## src/logic/cnn_pkg.sv

```systemverilog
`default_nettype none

package cnn_pkg;

	// --------------------------------------------------
	// Sizes
	// --------------------------------------------------
	localparam int MAX_DIM   = 16;   // Largest width or height
	localparam int DIM_W     = 5;
	localparam int IMG_DEPTH = 256;  // MAX_DIM squared
	localparam int IMG_AW    = 8;
	localparam int PIX_W     = 8;
	localparam int N_KERN    = 4;
	localparam int N_TAPS    = 9;    // 3x3 window
	localparam int TAP_W     = 4;
	localparam int BIAS_W    = 16;
	localparam int ACC_W     = 32;
	localparam int REG_AW    = 6;
	localparam int DATA_W    = 32;

	// --------------------------------------------------
	// Register map, word addresses
	// --------------------------------------------------
	localparam logic [REG_AW-1:0] REG_DIM         = 6'd0;  // Width 4:0, height 20:16
	localparam logic [REG_AW-1:0] REG_LAYER_CFG   = 6'd1;  // Act 3, bias shift 12:8, act shift 15:13
	localparam logic [REG_AW-1:0] REG_START       = 6'd2;
	localparam logic [REG_AW-1:0] REG_DONE        = 6'd3;
	localparam logic [REG_AW-1:0] REG_IMG_INDEX   = 6'd4;
	localparam logic [REG_AW-1:0] REG_IMG_DATA    = 6'd5;  // Index auto-increments
	localparam logic [REG_AW-1:0] REG_BIAS_BASE   = 6'd8;  // One per kernel
	localparam logic [REG_AW-1:0] REG_WEIGHT_BASE = 6'd16; // One per tap, byte k for kernel k

	// Shift defaults after reset
	localparam logic [4:0] RESET_BIAS_SHIFT = 5'd9;
	localparam logic [2:0] RESET_ACT_SHIFT  = 3'd7;

	// Activation select
	typedef enum logic {
		ACT_RELU   = 1'b0,  // Clamp to 0..255
		ACT_LINEAR = 1'b1   // Clamp to -128..127
	} act_e;

	// Layer sequencer
	typedef enum logic [1:0] {
		SEQ_IDLE,
		SEQ_RUN,
		SEQ_DRAIN
	} seq_state_e;

	// Four-phase host handshake
	typedef enum logic [1:0] {
		BUS_IDLE,
		BUS_ACK,
		BUS_WAIT_DROP
	} bus_state_e;

endpackage

`default_nettype wire

```

## src/logic/reg_bank.sv

```systemverilog
`timescale 1ns/1ps
`default_nettype none

module reg_bank import cnn_pkg::*; (
	input  wire logic                                    clk,
	input  wire logic                                    rstn,
	input  wire logic                                    req_i,
	input  wire logic                                    we_i,
	input  wire logic [REG_AW-1:0]                       addr_i,
	input  wire logic [DATA_W-1:0]                       wdata_i,
	input  wire logic                                    layer_done_i,
	output      logic                                    ack_o,
	output      logic [DATA_W-1:0]                       rdata_o,
	output      logic [DIM_W-1:0]                        width_o,
	output      logic [DIM_W-1:0]                        height_o,
	output      act_e                                    act_type_o,
	output      logic [4:0]                              bias_shift_o,
	output      logic [2:0]                              act_shift_o,
	output      logic [N_KERN-1:0][BIAS_W-1:0]           bias_o,
	output      logic [N_TAPS-1:0][N_KERN-1:0][PIX_W-1:0] weight_o,
	output      logic                                    start_o,
	output      logic                                    img_we_o,
	output      logic [IMG_AW-1:0]                       img_waddr_o,
	output      logic [PIX_W-1:0]                        img_wdata_o
);

	bus_state_e        bus_state_q;
	logic              access;   // One cycle per req pulse
	logic              wr;
	logic [IMG_AW:0]   img_idx_q; // One extra bit to catch overrun
	logic [DATA_W-1:0] rd_mux;

	assign access = (bus_state_q == BUS_IDLE) && req_i;
	assign wr     = access && we_i;
	assign ack_o  = (bus_state_q != BUS_IDLE);

	// --------------------------------------------------
	// Handshake
	// --------------------------------------------------
	always_ff @(posedge clk or negedge rstn) begin
		if (!rstn) begin
			bus_state_q <= BUS_IDLE;
		end else begin
			case (bus_state_q)
				BUS_IDLE:      if (req_i) bus_state_q <= BUS_ACK;
				BUS_ACK:       bus_state_q <= req_i ? BUS_WAIT_DROP : BUS_IDLE;
				BUS_WAIT_DROP: if (!req_i) bus_state_q <= BUS_IDLE;
				default:       bus_state_q <= BUS_IDLE;
			endcase
		end
	end

	// --------------------------------------------------
	// Configuration registers
	// --------------------------------------------------
	always_ff @(posedge clk or negedge rstn) begin
		if (!rstn) begin
			width_o      <= DIM_W'(MAX_DIM);
			height_o     <= DIM_W'(MAX_DIM);
			act_type_o   <= ACT_RELU;
			bias_shift_o <= RESET_BIAS_SHIFT;
			act_shift_o  <= RESET_ACT_SHIFT;
			img_idx_q    <= '0;
		end else if (wr) begin
			case (addr_i)
				REG_DIM: begin
					width_o  <= wdata_i[DIM_W-1:0];
					height_o <= wdata_i[16+DIM_W-1:16];
				end
				REG_LAYER_CFG: begin
					act_type_o   <= act_e'(wdata_i[3]);
					bias_shift_o <= wdata_i[12:8];
					act_shift_o  <= wdata_i[15:13];
				end
				REG_IMG_INDEX: img_idx_q <= wdata_i[IMG_AW:0];
				REG_IMG_DATA:  img_idx_q <= img_idx_q + 1'b1;
				default: ;
			endcase
		end
	end

	// Weights and biases, written by the host before a run
	always_ff @(posedge clk) begin
		if (wr) begin
			for (int k = 0; k < N_KERN; k++) begin
				if (addr_i == REG_BIAS_BASE + REG_AW'(k)) bias_o[k] <= wdata_i[BIAS_W-1:0];
			end
			for (int t = 0; t < N_TAPS; t++) begin
				if (addr_i == REG_WEIGHT_BASE + REG_AW'(t)) weight_o[t] <= wdata_i;
			end
		end
	end

	// Write strobes
	assign start_o     = wr && (addr_i == REG_START) && wdata_i[0];
	assign img_we_o    = wr && (addr_i == REG_IMG_DATA);
	assign img_waddr_o = img_idx_q[IMG_AW-1:0];
	assign img_wdata_o = wdata_i[PIX_W-1:0];

	// --------------------------------------------------
	// Read path
	// --------------------------------------------------
	always_comb begin
		rd_mux = '0;
		case (addr_i)
			REG_DIM:       rd_mux = {{(16-DIM_W){1'b0}}, height_o, {(16-DIM_W){1'b0}}, width_o};
			REG_LAYER_CFG: rd_mux = {16'b0, act_shift_o, bias_shift_o, 4'b0, act_type_o, 3'b0};
			REG_DONE:      rd_mux = {{(DATA_W-1){1'b0}}, layer_done_i};
			REG_IMG_INDEX: rd_mux = DATA_W'(img_idx_q);
			default: ;
		endcase
		for (int k = 0; k < N_KERN; k++) begin
			if (addr_i == REG_BIAS_BASE + REG_AW'(k)) rd_mux = DATA_W'(bias_o[k]);
		end
		for (int t = 0; t < N_TAPS; t++) begin
			if (addr_i == REG_WEIGHT_BASE + REG_AW'(t)) rd_mux = weight_o[t];
		end
	end

	// Held for as long as ack is up
	always_ff @(posedge clk) begin
		if (access && !we_i) begin
			rdata_o <= rd_mux;
		end
	end

	// --------------------------------------------------
	// Checks
	// --------------------------------------------------
	a_ack_needs_req: assert property (@(posedge clk) disable iff (!rstn)
		$rose(ack_o) |-> $past(req_i));

	// Host must not load past the end of the pixel memory
	a_img_idx_range: assert property (@(posedge clk) disable iff (!rstn)
		img_we_o |-> (img_idx_q < (IMG_AW+1)'(IMG_DEPTH)));

endmodule

`default_nettype wire

```

## config.mk

```make
export PLATFORM = sky130hd
export DESIGN_NAME = reg_bank
export DESIGN_NICKNAME = d
export VERILOG_FILES = /design/src/logic/cnn_pkg.sv /design/src/logic/reg_bank.sv
export SDC_FILE = /design/constraint.sdc
export NUM_CORES = 1
export LEC_CHECK = 0
export BUFFER_PORTS_ARGS = -buffer_cell sky130_fd_sc_hd__buf_2
export CORE_UTILIZATION = 47
export CTS_CLUSTER_SIZE = 40
export DETAILED_ROUTE_END_ITERATION = 12
export HOLD_SLACK_MARGIN = 0.1
export PLACE_DENSITY_LB_ADDON = 0.3
export SLEW_MARGIN = 25
export SYNTH_ARGS = -nofsm -noshare
export SYNTH_HDL_FRONTEND = slang
export SYNTH_SLANG_ARGS = --single-unit
```

## constraint.sdc

```tcl
create_clock -name clk -period 3.6 [get_ports clk]
set_clock_uncertainty 0.05 [all_clocks]
set_input_delay 0.54 -clock clk [delete_from_list [all_inputs] [get_ports clk]]
set_output_delay 0.54 -clock clk [all_outputs]
set_load 0.01 [all_outputs]
```

==> summary.md, run 1 <==
| Metric | Value |
|---|---|
| Period minus WS final | 2.84 ns |
| Post-synthesis mux area share | 6.64% |
| I/O Buffers | 464 |
| Longest Clk Path Bufs | 3 |
| Tot Pwr | 10.4 mW |
| Fin Setup TNS | 0 ns |
| Die height | 190 um |
| Compound-Gate Fraction of Synth Area | 10.5% |
| CP Launch Type | flip-flop |
| Layout cells sized above 1 | a little over two fifths |
| P_int | about 8.1 mW |
| Post-synthesis sequential area ratio | 74.2% |
| Power per cell area | 492 nW/um2 |
| Synth Area in Simple Gates | ~6% |
| Worst-skew pair later-pin latency | 0.53 ns |
| Post-synthesis adder-cell area fraction | 0.0755% |
| Combinational share of power | 6.0% |
| Post-route ant nets | 0 |
| Finished Cell Area | 21100 um2 |
| Switch Pwr | 2.28 mW |
| Initial Utilization | a little under half |
| Fmax | roughly 0.35 GHz |
| HP Class | primary input to flip-flop |
| Max stage delay on crit path | approximately 0.51 ns |
| RSZ-0062 raised after global routing | false |
| Final Wtd Congestion | 0.927 |
| 1st-pass router iterations | 5 |
| Fillcell total | 2679 |
| Max VDD drop | 0.364 mV |
| Vias in the first global route | 11900 |
| Largest net degree at the start of global routing | 48 |
| Crit path kind | flip-flop to primary output |
| Post-synth EDFFs | 384 |
| Routed vias/inst | roughly 6 |
| Clock Power Share | 41.8% |
| Die Area | 36000 um2 |
| Sink Count | about 410 |
| Sw Ratio | 22.0% |
| Status | finished clean |
| Clk root buf | clkbuf_16 |
| Worst setup EP type | primary output |
| Post-synth top flop | edfxtp_1 |
| Post-synth top cells | edfxtp_1, nor2_1, a21oi_1 |
| Worst slew pin tran | between 0.7 and 0.8 ns |
| Hold Violations, Final | 0 |
| Placed instance area | 19700 um2 |
| Num CTS Buffers | between 40 and 50 |
| Post-Synth XOR/XNOR Area | 0.0529% |
| Max-Cap Viols | 0 |
| CP max stage cell | nand2_1 |
| CP required | 3.01 ns |
| H-Tree Depth | 2 |
| Synthesis Warnings | 0 |
| Slew Viols, Final | 0 |
| Reg clk slew, reported paths | 0.06 ns |
| Yosys cell types | 72 |
| Wirelength, routed | 59.1 mm |
| Most area-hungry cell type in the Yosys netlist | edfxtp_1 |
| Post-CTS setup buffers | 0 |
| Drt drc | 0 |
| I/O pin count | ~470 |
| Crit-path max FO | 10 |
| Post-synthesis net count | around 1100 |
| Synth area leaders | edfxtp_1, dfrtp_1, mux4_2 |
| CP cell instances | nor3b_1, nand2_1, nor2_1, buf_2 |
| Final setup viols | 0 |
| Leak | 7.91 nW |
| Total congestion overflow | 0 |
| Flop pwr share | 52.2% |
| Arr. time, crit path | 2.25 ns |
| Ys async rst share | under 10% |
| Vias | 12300 |
| Seq cells post-synth | between 400 and 500 |
| Dpl hpwl | 41.2 mm |
| Most frequent cell after synthesis | edfxtp_1 |
| Final #Nets | approximately 1600 |
| Area delta synth->final | 27.1% |
| Final period util | approximately four fifths |
| Syn Area/Cell | 16.0 um2 |
| Max-slew headroom | 46.7% |
| First-pass GRT wire length | ~83 mm |
| Core Area | 34600 um2 |
| Post-synth top area share | 69.6% |
| Post-Synthesis Cells | 1037 |
| Routed len/inst | 29.3 um |
| Initial DRC count | about 1300 |
| GR Util All Layers | 32.2% |
| Initial antenna violation count | 1 |
| Die width | 190 um |
| Largest family of logic cells by synthesized area | compound AO/OA/AOI/OAI gates |
| Row count | 68 |
| CTS tree | built |
| Syn Std Cell Area | 16600 um2 |
-- power groups by stage --
stage / Combinational (mW) / Sequential, mW / Clock, mW
final: 0.622 / 5.41 / 4.33
after global routing: 0.658 / 5.42 / 4.55
after CTS: 0.620 / 5.41 / 4.37
after detailed placement: 0.617 / 5.51 / 0
after global placement: 0.605 / 5.51 / 0
after floorplan: 0.312 / 5.51 / 0
-- cells by family (layout without fill, tap and decap cells) --
group / after synthesis / after routing
flops: 414 / 414
simple gates: 204 / 204
xor+xnor: 1 / 1
mux: 79 / 79
other cells: 0 / 1
buf+inv: 83 / 605
compound gates: 255 / 255
fa+ha+maj: 1 / 1
-- final timing paths --
check,slack [ns],depth (start not counted),from,to
max,0.76,4,bus_state_q[1],start_o
min,0.18,2,req_i,bus_state_q[1]
max reg2reg,1.02,5,bus_state_q[1],img_idx_q[0]
min reg2reg,0.47,1,bus_state_q[0],bus_state_q[0]
max in group asynchronous,2.40,2,rstn,height_o[0]
min in group asynchronous,0.57,2,rstn,bias_shift_o[2]
-- through the flow --
step	hold WS (ns)	std cells	setup slack [ns]	util (%)
2_1_floorplan	0.194	1037	0.215	-
3_3_place_gp	0.453	1936	0.478	56.8
3_5_place_dp	0.464	1936	0.438	56.8
4_1_cts	0.163	2014	0.710	60.8
5_1_grt	0.188	2015	0.594	60.8
6_report	0.178	2015	0.757	60.8
-- critical path: cells and delay by family, from the launching register on --
| kind | cells | cell delay, ns |
|---|---|---|
| simple gates | 3 | 1.15 |
| flops | 1 | 0.40 |
| buf+inv | 1 | 0.16 |
-- sequential cells by signal (all words and copies together), names as in the netlist --
register      count
act_shift_o       3
act_type_o        1
bias_o           64
bias_shift_o      5
bus_state_q       2
height_o          5
img_idx_q         9
rdata_o          32
weight_o        288
width_o           5
-- cell usage in the layout, fill, tap and decap left out, types with 6 or more instances in the layout --
master / Yosys / final
o211ai_1: 7 / 7
mux4_2: 21 / 21
nor2_4: 0 / 7
buf_2: 21 / 462
a21oi_1: 63 / 63
o221ai_1: 12 / 12
a22oi_1: 17 / 17
clkbuf_1: 27 / 15
clkinv_2: 0 / 7
mux2_2: 37 / 37
o21ai_1: 7 / 7
nor2_1: 69 / 61
o22ai_1: 21 / 21
a221oi_1: 8 / 8
nand3_1: 16 / 16
a222oi_1: 11 / 11
a211oi_1: 19 / 19
buf_4: 18 / 52
a31oi_1: 7 / 7
mux2i_1: 21 / 21
nand2_1: 54 / 54
nand2b_1: 6 / 6
o21ai_0: 34 / 34
clkbuf_16: 0 / 45
nor2b_1: 11 / 9
nor3_1: 11 / 8
o22a_1: 8 / 8
dfstp_2: 7 / 7
dfrtp_1: 23 / 23
edfxtp_1: 384 / 384
-- per-layer routing --
| layer | track usage, % | part of all wire (%) | vias up |
|---|---|---|---|
| met5 | 0 | 0 | - |
| met2 | 52.2 | 48 | 868 |
| met1 | 42.4 | 38 | 6193 |
| met4 | 11.9 | 3.6 | 0 |
| li1 | - | - | 5130 |
| met3 | 7.53 | 11 | 123 |
-- repair_timing --
item / in CTS / in global routing
hold buffers: 1 / 0
hold endpoints to repair: 23 / 0
gates resized for setup: 0 / 0
-- area by class of cell --
type                       instances  area (um2)  area share [%]
inverter                           7        26.3           0.125
clock buffer                      61        1200            5.68
tap                              455         569            2.70
sequential                       414       12300            58.4
timing repair buffer             521        2820            13.4
antenna                            1        2.50          0.0119
multi-input combinational        540        3980            18.9
clock inverter                    16         159           0.755
(Power assumes the default switching activity.)
==> run 2, diff against run 1 <==
==> constraint.sdc (replaced) <==
create_clock -name clk -period 2.9 [get_ports clk]
set_clock_uncertainty 0.05 [all_clocks]
set_input_delay 0.435 -clock clk [delete_from_list [all_inputs] [get_ports clk]]
set_output_delay 0.435 -clock clk [all_outputs]
set_load 0.01 [all_outputs]
==> run 2 against run 1 <==
Compared with the run above: count of clock-buffer cells in the layout is 8 lower; clock power is 27% higher; worst setup slack worse by 0.66 ns; via count is 0.43% higher; global-route usage hardly changed; wire length is 0.55% lower; register-to-register slack worse by 0.56 ns; worst hold slack worse by 0.061 ns; non-clock buffer count is 25 higher; sequential share of layout area is 0.79 points lower; core utilization is 0.84 points higher; critical path type is now primary input to primary output; largest cell class unchanged.
==> summary.md, run 2 (synthesis results as in run 1) <==
| Metric | Value |
|---|---|
| CTS tree | built |
| Power per cell area | 611 nW/um2 (+24%) |
| Die Area | 36000 um2 (unchanged) |
| Initial antenna violation count | 0 (-1) |
| Die height | 190 um (unchanged) |
| Total congestion overflow | 0 (unchanged) |
| Max FFs per register | 288 (unchanged) |
| Setup WS pre-CTS | 0.114 ns (-0.324 ns) |
| Launch point of the worst path | req_i |
| Slew Viols, Final | 0 (unchanged) |
| Clk root buf | clkbuf_16 |
| Inst Count DP | 1959 (+1.2%) |
| Layout cells sized above 1 | 44.3% (+0.90 points) |
| CP required | 2.41 ns (-0.60 ns) |
| Worst setup EP type | primary output |
| Leak | 8.09 nW (+2.3%) |
| Grt met1 use | 43.3% (+0.85 points) |
| Hold Violations, Final | 0 (unchanged) |
| Sink Count | 414 (unchanged) |
| Dpl hpwl | 41.8 mm (+1.6%) |
| CP Launch Type | primary input |
| Final setup viols | 0 (unchanged) |
| Crit-path max FO | 14 (+4) |
| Drt drc | 0 (unchanged) |
| Worst-skew pair later-pin latency | 0.55 ns (+0.02 ns) |
| Crit path kind | primary input to primary output |
| Busiest grt layer | met2 |
| Max-slew headroom | 42.3% (-4.4 points) |
| HP Class | primary input to flip-flop |
| Max VDD drop | 0.509 mV (+40%) |
| Final period util | about 97% |
| Status | finished clean |
| Initial DRC count | 1312 (-2.7%) |
| Max-Cap Viols | 0 (unchanged) |
| Worst Hold End | weight_o[280] |
| Final hold slack | 0.117 ns (-0.0607 ns) |
| Placed instance area | 19900 um2 (+1.1%) |
| H-Tree Depth | 2 (unchanged) |
| RSZ-0062 raised after global routing | false |
| Worst Slack Setup Final | 0.0966 ns (-0.661 ns) |
| Wirelength, routed | 58.8 mm (-0.55%) |
| Final #Nets | 1596 (+1.6%) |
| Largest net degree at the start of global routing | 40 (-17%) |
| Final Wtd Congestion | 0.908 (-2.0%) |
| GR Util All Layers | 32.2% (about the same) |
| Longest Clk Path Bufs | 3 (unchanged) |
| Row count | 68 (unchanged) |
| Tot Pwr | 13.0 mW (+26%) |
| Period minus WS final | roughly 2.8 ns |
| 1st-pass router iterations | 5 (unchanged) |
| Most frequent cells in the layout | buf_2, edfxtp_1, buf_4 |
| Worst reg2reg setup slack | 0.46 ns (-0.56 ns) |
| Largest regs | weight_o: 288 flops, bias_o: 64 flops, rdata_o: 32 flops |
| Post-CTS sizing | 0 (unchanged) |
| Area delta synth->final | 28.8% |
| Vias | 12400 (+0.43%) |
| Hold depth | 1 (-1) |
| Num CTS Buffers | 43 (unchanged) |
| Initial Utilization | 47.8% (unchanged) |
| Worst slew pin tran | 0.843 ns (+0.0437 ns) |
| Core Area | 34600 um2 (unchanged) |
| I/O Buffers | 464 (unchanged) |
| Fin Setup TNS | 0 ns (unchanged) |
| I/O pin count | 465 (unchanged) |
| Finished Cell Area | 21300 um2 (+1.4%) |
| Met3 usage | 7.45% (-0.074 points) |
| Reg clk slew, reported paths | 0.06 ns (about the same) |
| Die width | 190 um (unchanged) |
| Post-layout util | 61.6% (+0.84 points) |
| Routed vias/inst | 6.06 (-0.85%) |
| Vias in the first global route | 12000 (+0.60%) |
| Hold Path Origin | wdata_i[24] |
| FF-to-FF path depth | 4 (-1) |
| Antenna Cells | 0 (-1) |
| Arr. time, crit path | 2.32 ns (+0.07 ns) |
| Fmax | 0.357 GHz |
| Most flops, register | weight_o |
| First-pass GRT wire length | 82.5 mm (about the same) |
| Post-route ant nets | 0 (unchanged) |
| Final cell count without fillers | 2041 (+1.3%) |
| Reg2reg end | height_o[2] |
| Met2 layer usage reported by global route | 51.8% (-0.31 points) |
| R2r startpoint | bus_state_q[1] |
| Most common cell after layout, fill and taps aside | buf_2 |
| Routed len/inst | 28.8 um (-1.8%) |
| Post-CTS setup buffers | 0 (unchanged) |
## run 2: changes by cell type in the layout (fill, tap and decap cells not counted), moves of 2 or more
cell and change:
buf_4 +19, clkbuf_1 -6, buf_12 +4, clkinv_1 +4
clkinvlp_4 -3, bufinv_16 +2, clkinv_2 +2, clkinv_4 +2
dlygate4sd3_1 +2, inv_6 +2
## run 2: repair_timing
action / in CTS / in global routing
hold endpoints to repair: 33 / 0
setup endpoints to repair: 0 / 0
hold buffers: 3 / 0
## run 2: power breakdown
group	internal, mW	leakage (nW)	switching [mW]	total (mW)
Sequential	6.63	3.84	0.0869	6.72
Combinational	0.277	3.55	0.514	0.792
Clock	3.24	0.694	2.28	5.52
## run 2: layout make-up
cell class,count,area (um2)
clock buffers,53,1130
clock inverters,26,273
fillers,2629,13300
inverters,7,26.3
multi-input cells,540,3980
flip-flops and latches,414,12300
well taps,455,569
repair buffers,546,3070
## run 2: how the worst max path moves through the flow
stage,endpoint,slack [ns],cells after the start
4_1_cts,img_we_o,0.13,7
6_report,img_we_o,0.1,7
3_5_place_dp,rdata_o[4],0.11,7
5_1_grt,img_we_o,0.03,7
2_1_floorplan,weight_o[128],-0.19,4
3_3_place_gp,rdata_o[7],0.12,7
## run 2: worst max-delay path, cell delays in order
cell           delay, ns
dlygate4sd3_1       0.55
buf_2               0.11
nor3b_1             0.51
nand2_1             0.11
buf_4               0.27
nor2_1              0.17
buf_2               0.15
## run 2: metal layers
layer / vias to the layer above / share of wire [%]
met5: - / 0
met4: 0 / 3.3
met3: 113 / 11
met2: 874 / 47
met1: 6207 / 38
li1: 5173 / -
==> run 3, diff against run 2 <==
--- a/config.mk
+++ b/config.mk
@@ -5,6 +5,7 @@
 export SDC_FILE = /design/constraint.sdc
 export NUM_CORES = 1
 export LEC_CHECK = 0
+export ABC_AREA = 1
 export BUFFER_PORTS_ARGS = -buffer_cell sky130_fd_sc_hd__buf_2
 export CORE_UTILIZATION = 47
 export CTS_CLUSTER_SIZE = 40
==> run 3 against run 2 <==
Compared with the run above: wire length is 8.2% lower; sequential share of layout area is 1.8 points higher; first-iteration DRC count is 23% lower; via count is 1.9% lower; maximum frequency is 2.2% higher; register-to-register slack better by 0.16 ns; critical path depth stayed put; critical path type unchanged.
==> summary.md, run 3 <==
| Metric | Value |
|---|---|
| Status | finished clean |
| Syn Std Cell Area | 16300 um2 (-1.9%) |
| WL met2 | 25.9 mm (-7.0%) |
| Yosys cell types | 40 (-44%) |
| Worst slew pin tran | 0.813 ns (-0.0302 ns) |
| Max FFs per register | 288 (unchanged) |
| Routed vias/inst | 5.51 (-9.0%) |
| 1st-pass router iterations | 6 (+1) |
| Leak | 8.32 nW (+2.9%) |
| Most frequent cells in the layout | buf_2, edfxtp_1, nand2_1 |
| I/O Buffers | 464 (unchanged) |
| Die width | 188 um (-0.94%) |
| Post-synth top flop | edfxtp_1 |
| Layout cells sized above 1 | 37.2% (-7.1 points) |
| Synthesis Warnings | 0 (unchanged) |
| Most common cell after layout, fill and taps aside | buf_2 |
| Post-Synthesis Cells | 1221 (+18%) |
| Period minus WS final | 2.74 ns (-0.0613 ns) |
| Max-slew headroom | 45.8% (+3.5 points) |
| Total congestion overflow | 0 (unchanged) |
| Longest Clk Path Bufs | 3 (unchanged) |
| Reg clk slew, reported paths | 0.06 ns (about the same) |
| FF-to-FF path depth | 7 (+3) |
| Vias in the first global route | 12100 (+0.53%) |
| Post-synth EDFFs | 384 (unchanged) |
| Max layer used | met4 |
| CP required | 2.41 ns (about the same) |
| Post-synthesis sequential area ratio | 75.6% (+1.4 points) |
| Synth area leaders | edfxtp_1, nand2_1, dfrtp_1 |
| Final #Nets | 1764 (+11%) |
| CP Launch Type | primary input |
| Initial antenna violation count | 0 (unchanged) |
| Post-synth top area share | 71.0% (+1.3 points) |
| Post-synth top cells | edfxtp_1, nand2_1, nor2_1 |
| Max VDD drop | 0.444 mV (-13%) |
| R2r startpoint | bus_state_q[1] |
| Die height | 188 um (-0.94%) |
| Hold Path Origin | wdata_i[29] |
| Clk root buf | clkbuf_16 |
| Hold depth | 1 (unchanged) |
| Power per cell area | 613 nW/um2 (+0.44%) |
| Setup WS pre-CTS | 0.285 ns (+0.171 ns) |
| Final setup viols | 0 (unchanged) |
| Most area-hungry cell type in the Yosys netlist | edfxtp_1 |
| Sink Count | 414 (unchanged) |
| Final hold slack | 0.126 ns (+0.00864 ns) |
| Final Wtd Congestion | 0.895 (-1.5%) |
| Most frequent cell after synthesis | edfxtp_1 |
| H-Tree Depth | 2 (unchanged) |
| Largest net degree at the start of global routing | 33 (-18%) |
| GR Util All Layers | 30.2% (-2.0 points) |
| HP Class | primary input to flip-flop |
| Post-synthesis net count | 1265 (+17%) |
| Vias | 12100 (-1.9%) |
| Dpl hpwl | 38.0 mm (-9.1%) |
| Area delta synth->final | 27.3% |
| First-pass GRT wire length | 77.9 mm (-5.6%) |
| Seq cells post-synth | 414 (unchanged) |
| Largest regs | weight_o: 288 flops, bias_o: 64 flops, rdata_o: 32 flops |
| Row count | 67 (-1.5%) |
| Drt drc | 0 (unchanged) |
| Die Area | 35300 um2 (-1.9%) |
| Worst reg2reg setup slack | 0.62 ns (+0.16 ns) |
| M1 WL | 20.9 mm (-7.2%) |
| Worst Hold End | weight_o[29] |
| Max-Cap Viols | 0 (unchanged) |
| RSZ-0062 raised after global routing | false |
| Arr. time, crit path | 2.26 ns (-0.06 ns) |
| Syn Area/Cell | 13.3 um2 (-17%) |
| Slew Viols, Final | 0 (unchanged) |
| Num CTS Buffers | 44 (+2.3%) |
| Ys async rst share | 7.25% (unchanged) |
| Post-CTS sizing | 0 (unchanged) |
| Worst setup EP type | primary output |
| Core Area | 33800 um2 (-2.4%) |
| Worst-skew pair later-pin latency | 0.54 ns (about the same) |
| Met3 routed WL | 5.55 mm (-14%) |
| Initial DRC count | 1006 (-23%) |
| Post-route ant nets | 0 (unchanged) |
| Wirelength, routed | 54.0 mm (-8.2%) |
| CTS tree | built |
| Crit path kind | primary input to primary output |
| Fillcell total | 2663 (+1.3%) |
| Final period util | 94.6% (-2.1 points) |
| Fmax | 0.365 GHz (+2.2%) |
| Crit-path max FO | 12 (-2) |
| I/O pin count | 465 (unchanged) |
| Antenna Cells | 0 (unchanged) |
| Post-layout util | 61.3% (-0.37 points) |
| Hold Violations, Final | 0 (unchanged) |
| Most flops, register | weight_o |
| Worst Slack Setup Final | 0.158 ns (+0.0613 ns) |
| Reg2reg end | weight_o[80] |
| Initial Utilization | 48.1% (+0.27 points) |
| Routed len/inst | 24.5 um (-15%) |
run 3: cell types whose count changed after synthesis, moves of 19 or more:
cell,previous run,this run
a211oi_1,19,0
a21oi_1,63,33
clkbuf_1,27,5
inv_1,5,68
mux2_2,37,9
mux2i_1,21,0
mux4_2,21,0
nand2_1,54,314
nand4_1,1,73
nor2_1,69,94
o22ai_1,21,0
run 3: timing repair:
item | CTS | global route
hold buffers | 2 | 0
setup buffers | 0 | 0
endpoints found under the hold margin | 24 | 0
run 3: kinds of logic after synthesis:
family | count (synthesis) | synth area share [%]
xor+xnor | 1 | 0.0539
compound gates | 99 | 3.40
buf+inv | 134 | 4.34
simple gates | 563 | 15.9
fa+ha+maj | 1 | 0.0770
flops | 414 | 75.6
mux | 9 | 0.624
run 3: worst max-delay path, stage by stage:
cell and delay [ns]:
dlygate4sd3_1 0.52, buf_2 0.10, inv_1 0.07, nor2_1 0.16, nand2_2 0.35, nor4_1 0.39, buf_2 0.22
run 3: how the worst max path moves through the flow:
stage	start	endpoint	slack [ns]	depth (start not counted)
floorplan	bus_state_q[1]	weight_o[0]	-0.07	6
global placement	addr_i[4]	rdata_o[26]	0.37	12
detailed placement	addr_i[2]	rdata_o[23]	0.29	12
CTS	req_i	start_o	0.16	7
global route	req_i	start_o	0.07	7
finish	req_i	start_o	0.16	7
run 3: layer usage:
metal / global-route usage, % / vias to the layer above
met5: 0 / -
met1: 39.8 / 5910
met2: 50.1 / 799
met3: 6.63 / 116
met4: 9.44 / 0
li1: - / 5303
run 3: power breakdown:
group,total (mW),switching [mW],internal (mW),leakage [nW]
logic,0.529,0.371,0.158,3.82
registers,6.68,0.0606,6.62,3.83
clock network,5.49,2.26,3.23,0.676
run 3: layout make-up:
type / instances / area, um2 / area share, %
clock buffer: 58 / 1180 / 5.73
multi-input combinational: 673 / 3380 / 16.3
tap: 448 / 561 / 2.71
clock inverter: 20 / 209 / 1.01
inverter: 80 / 300 / 1.45
timing repair buffer: 507 / 2780 / 13.4
sequential: 414 / 12300 / 59.4
run 3: through the flow:
stage | TNS, ns | std cells | power [mW] | area, um2
after global routing | 0 | 2200 | 13.0 | 20700
after CTS | 0 | 2200 | 12.7 | 20700
after detailed placement | 0 | 2120 | 7.33 | 19300
final | 0 | 2200 | 12.7 | 20700
after global placement | 0 | 2120 | 7.32 | 19300
after floorplan | -4.39 | 1221 | 7.05 | 16300
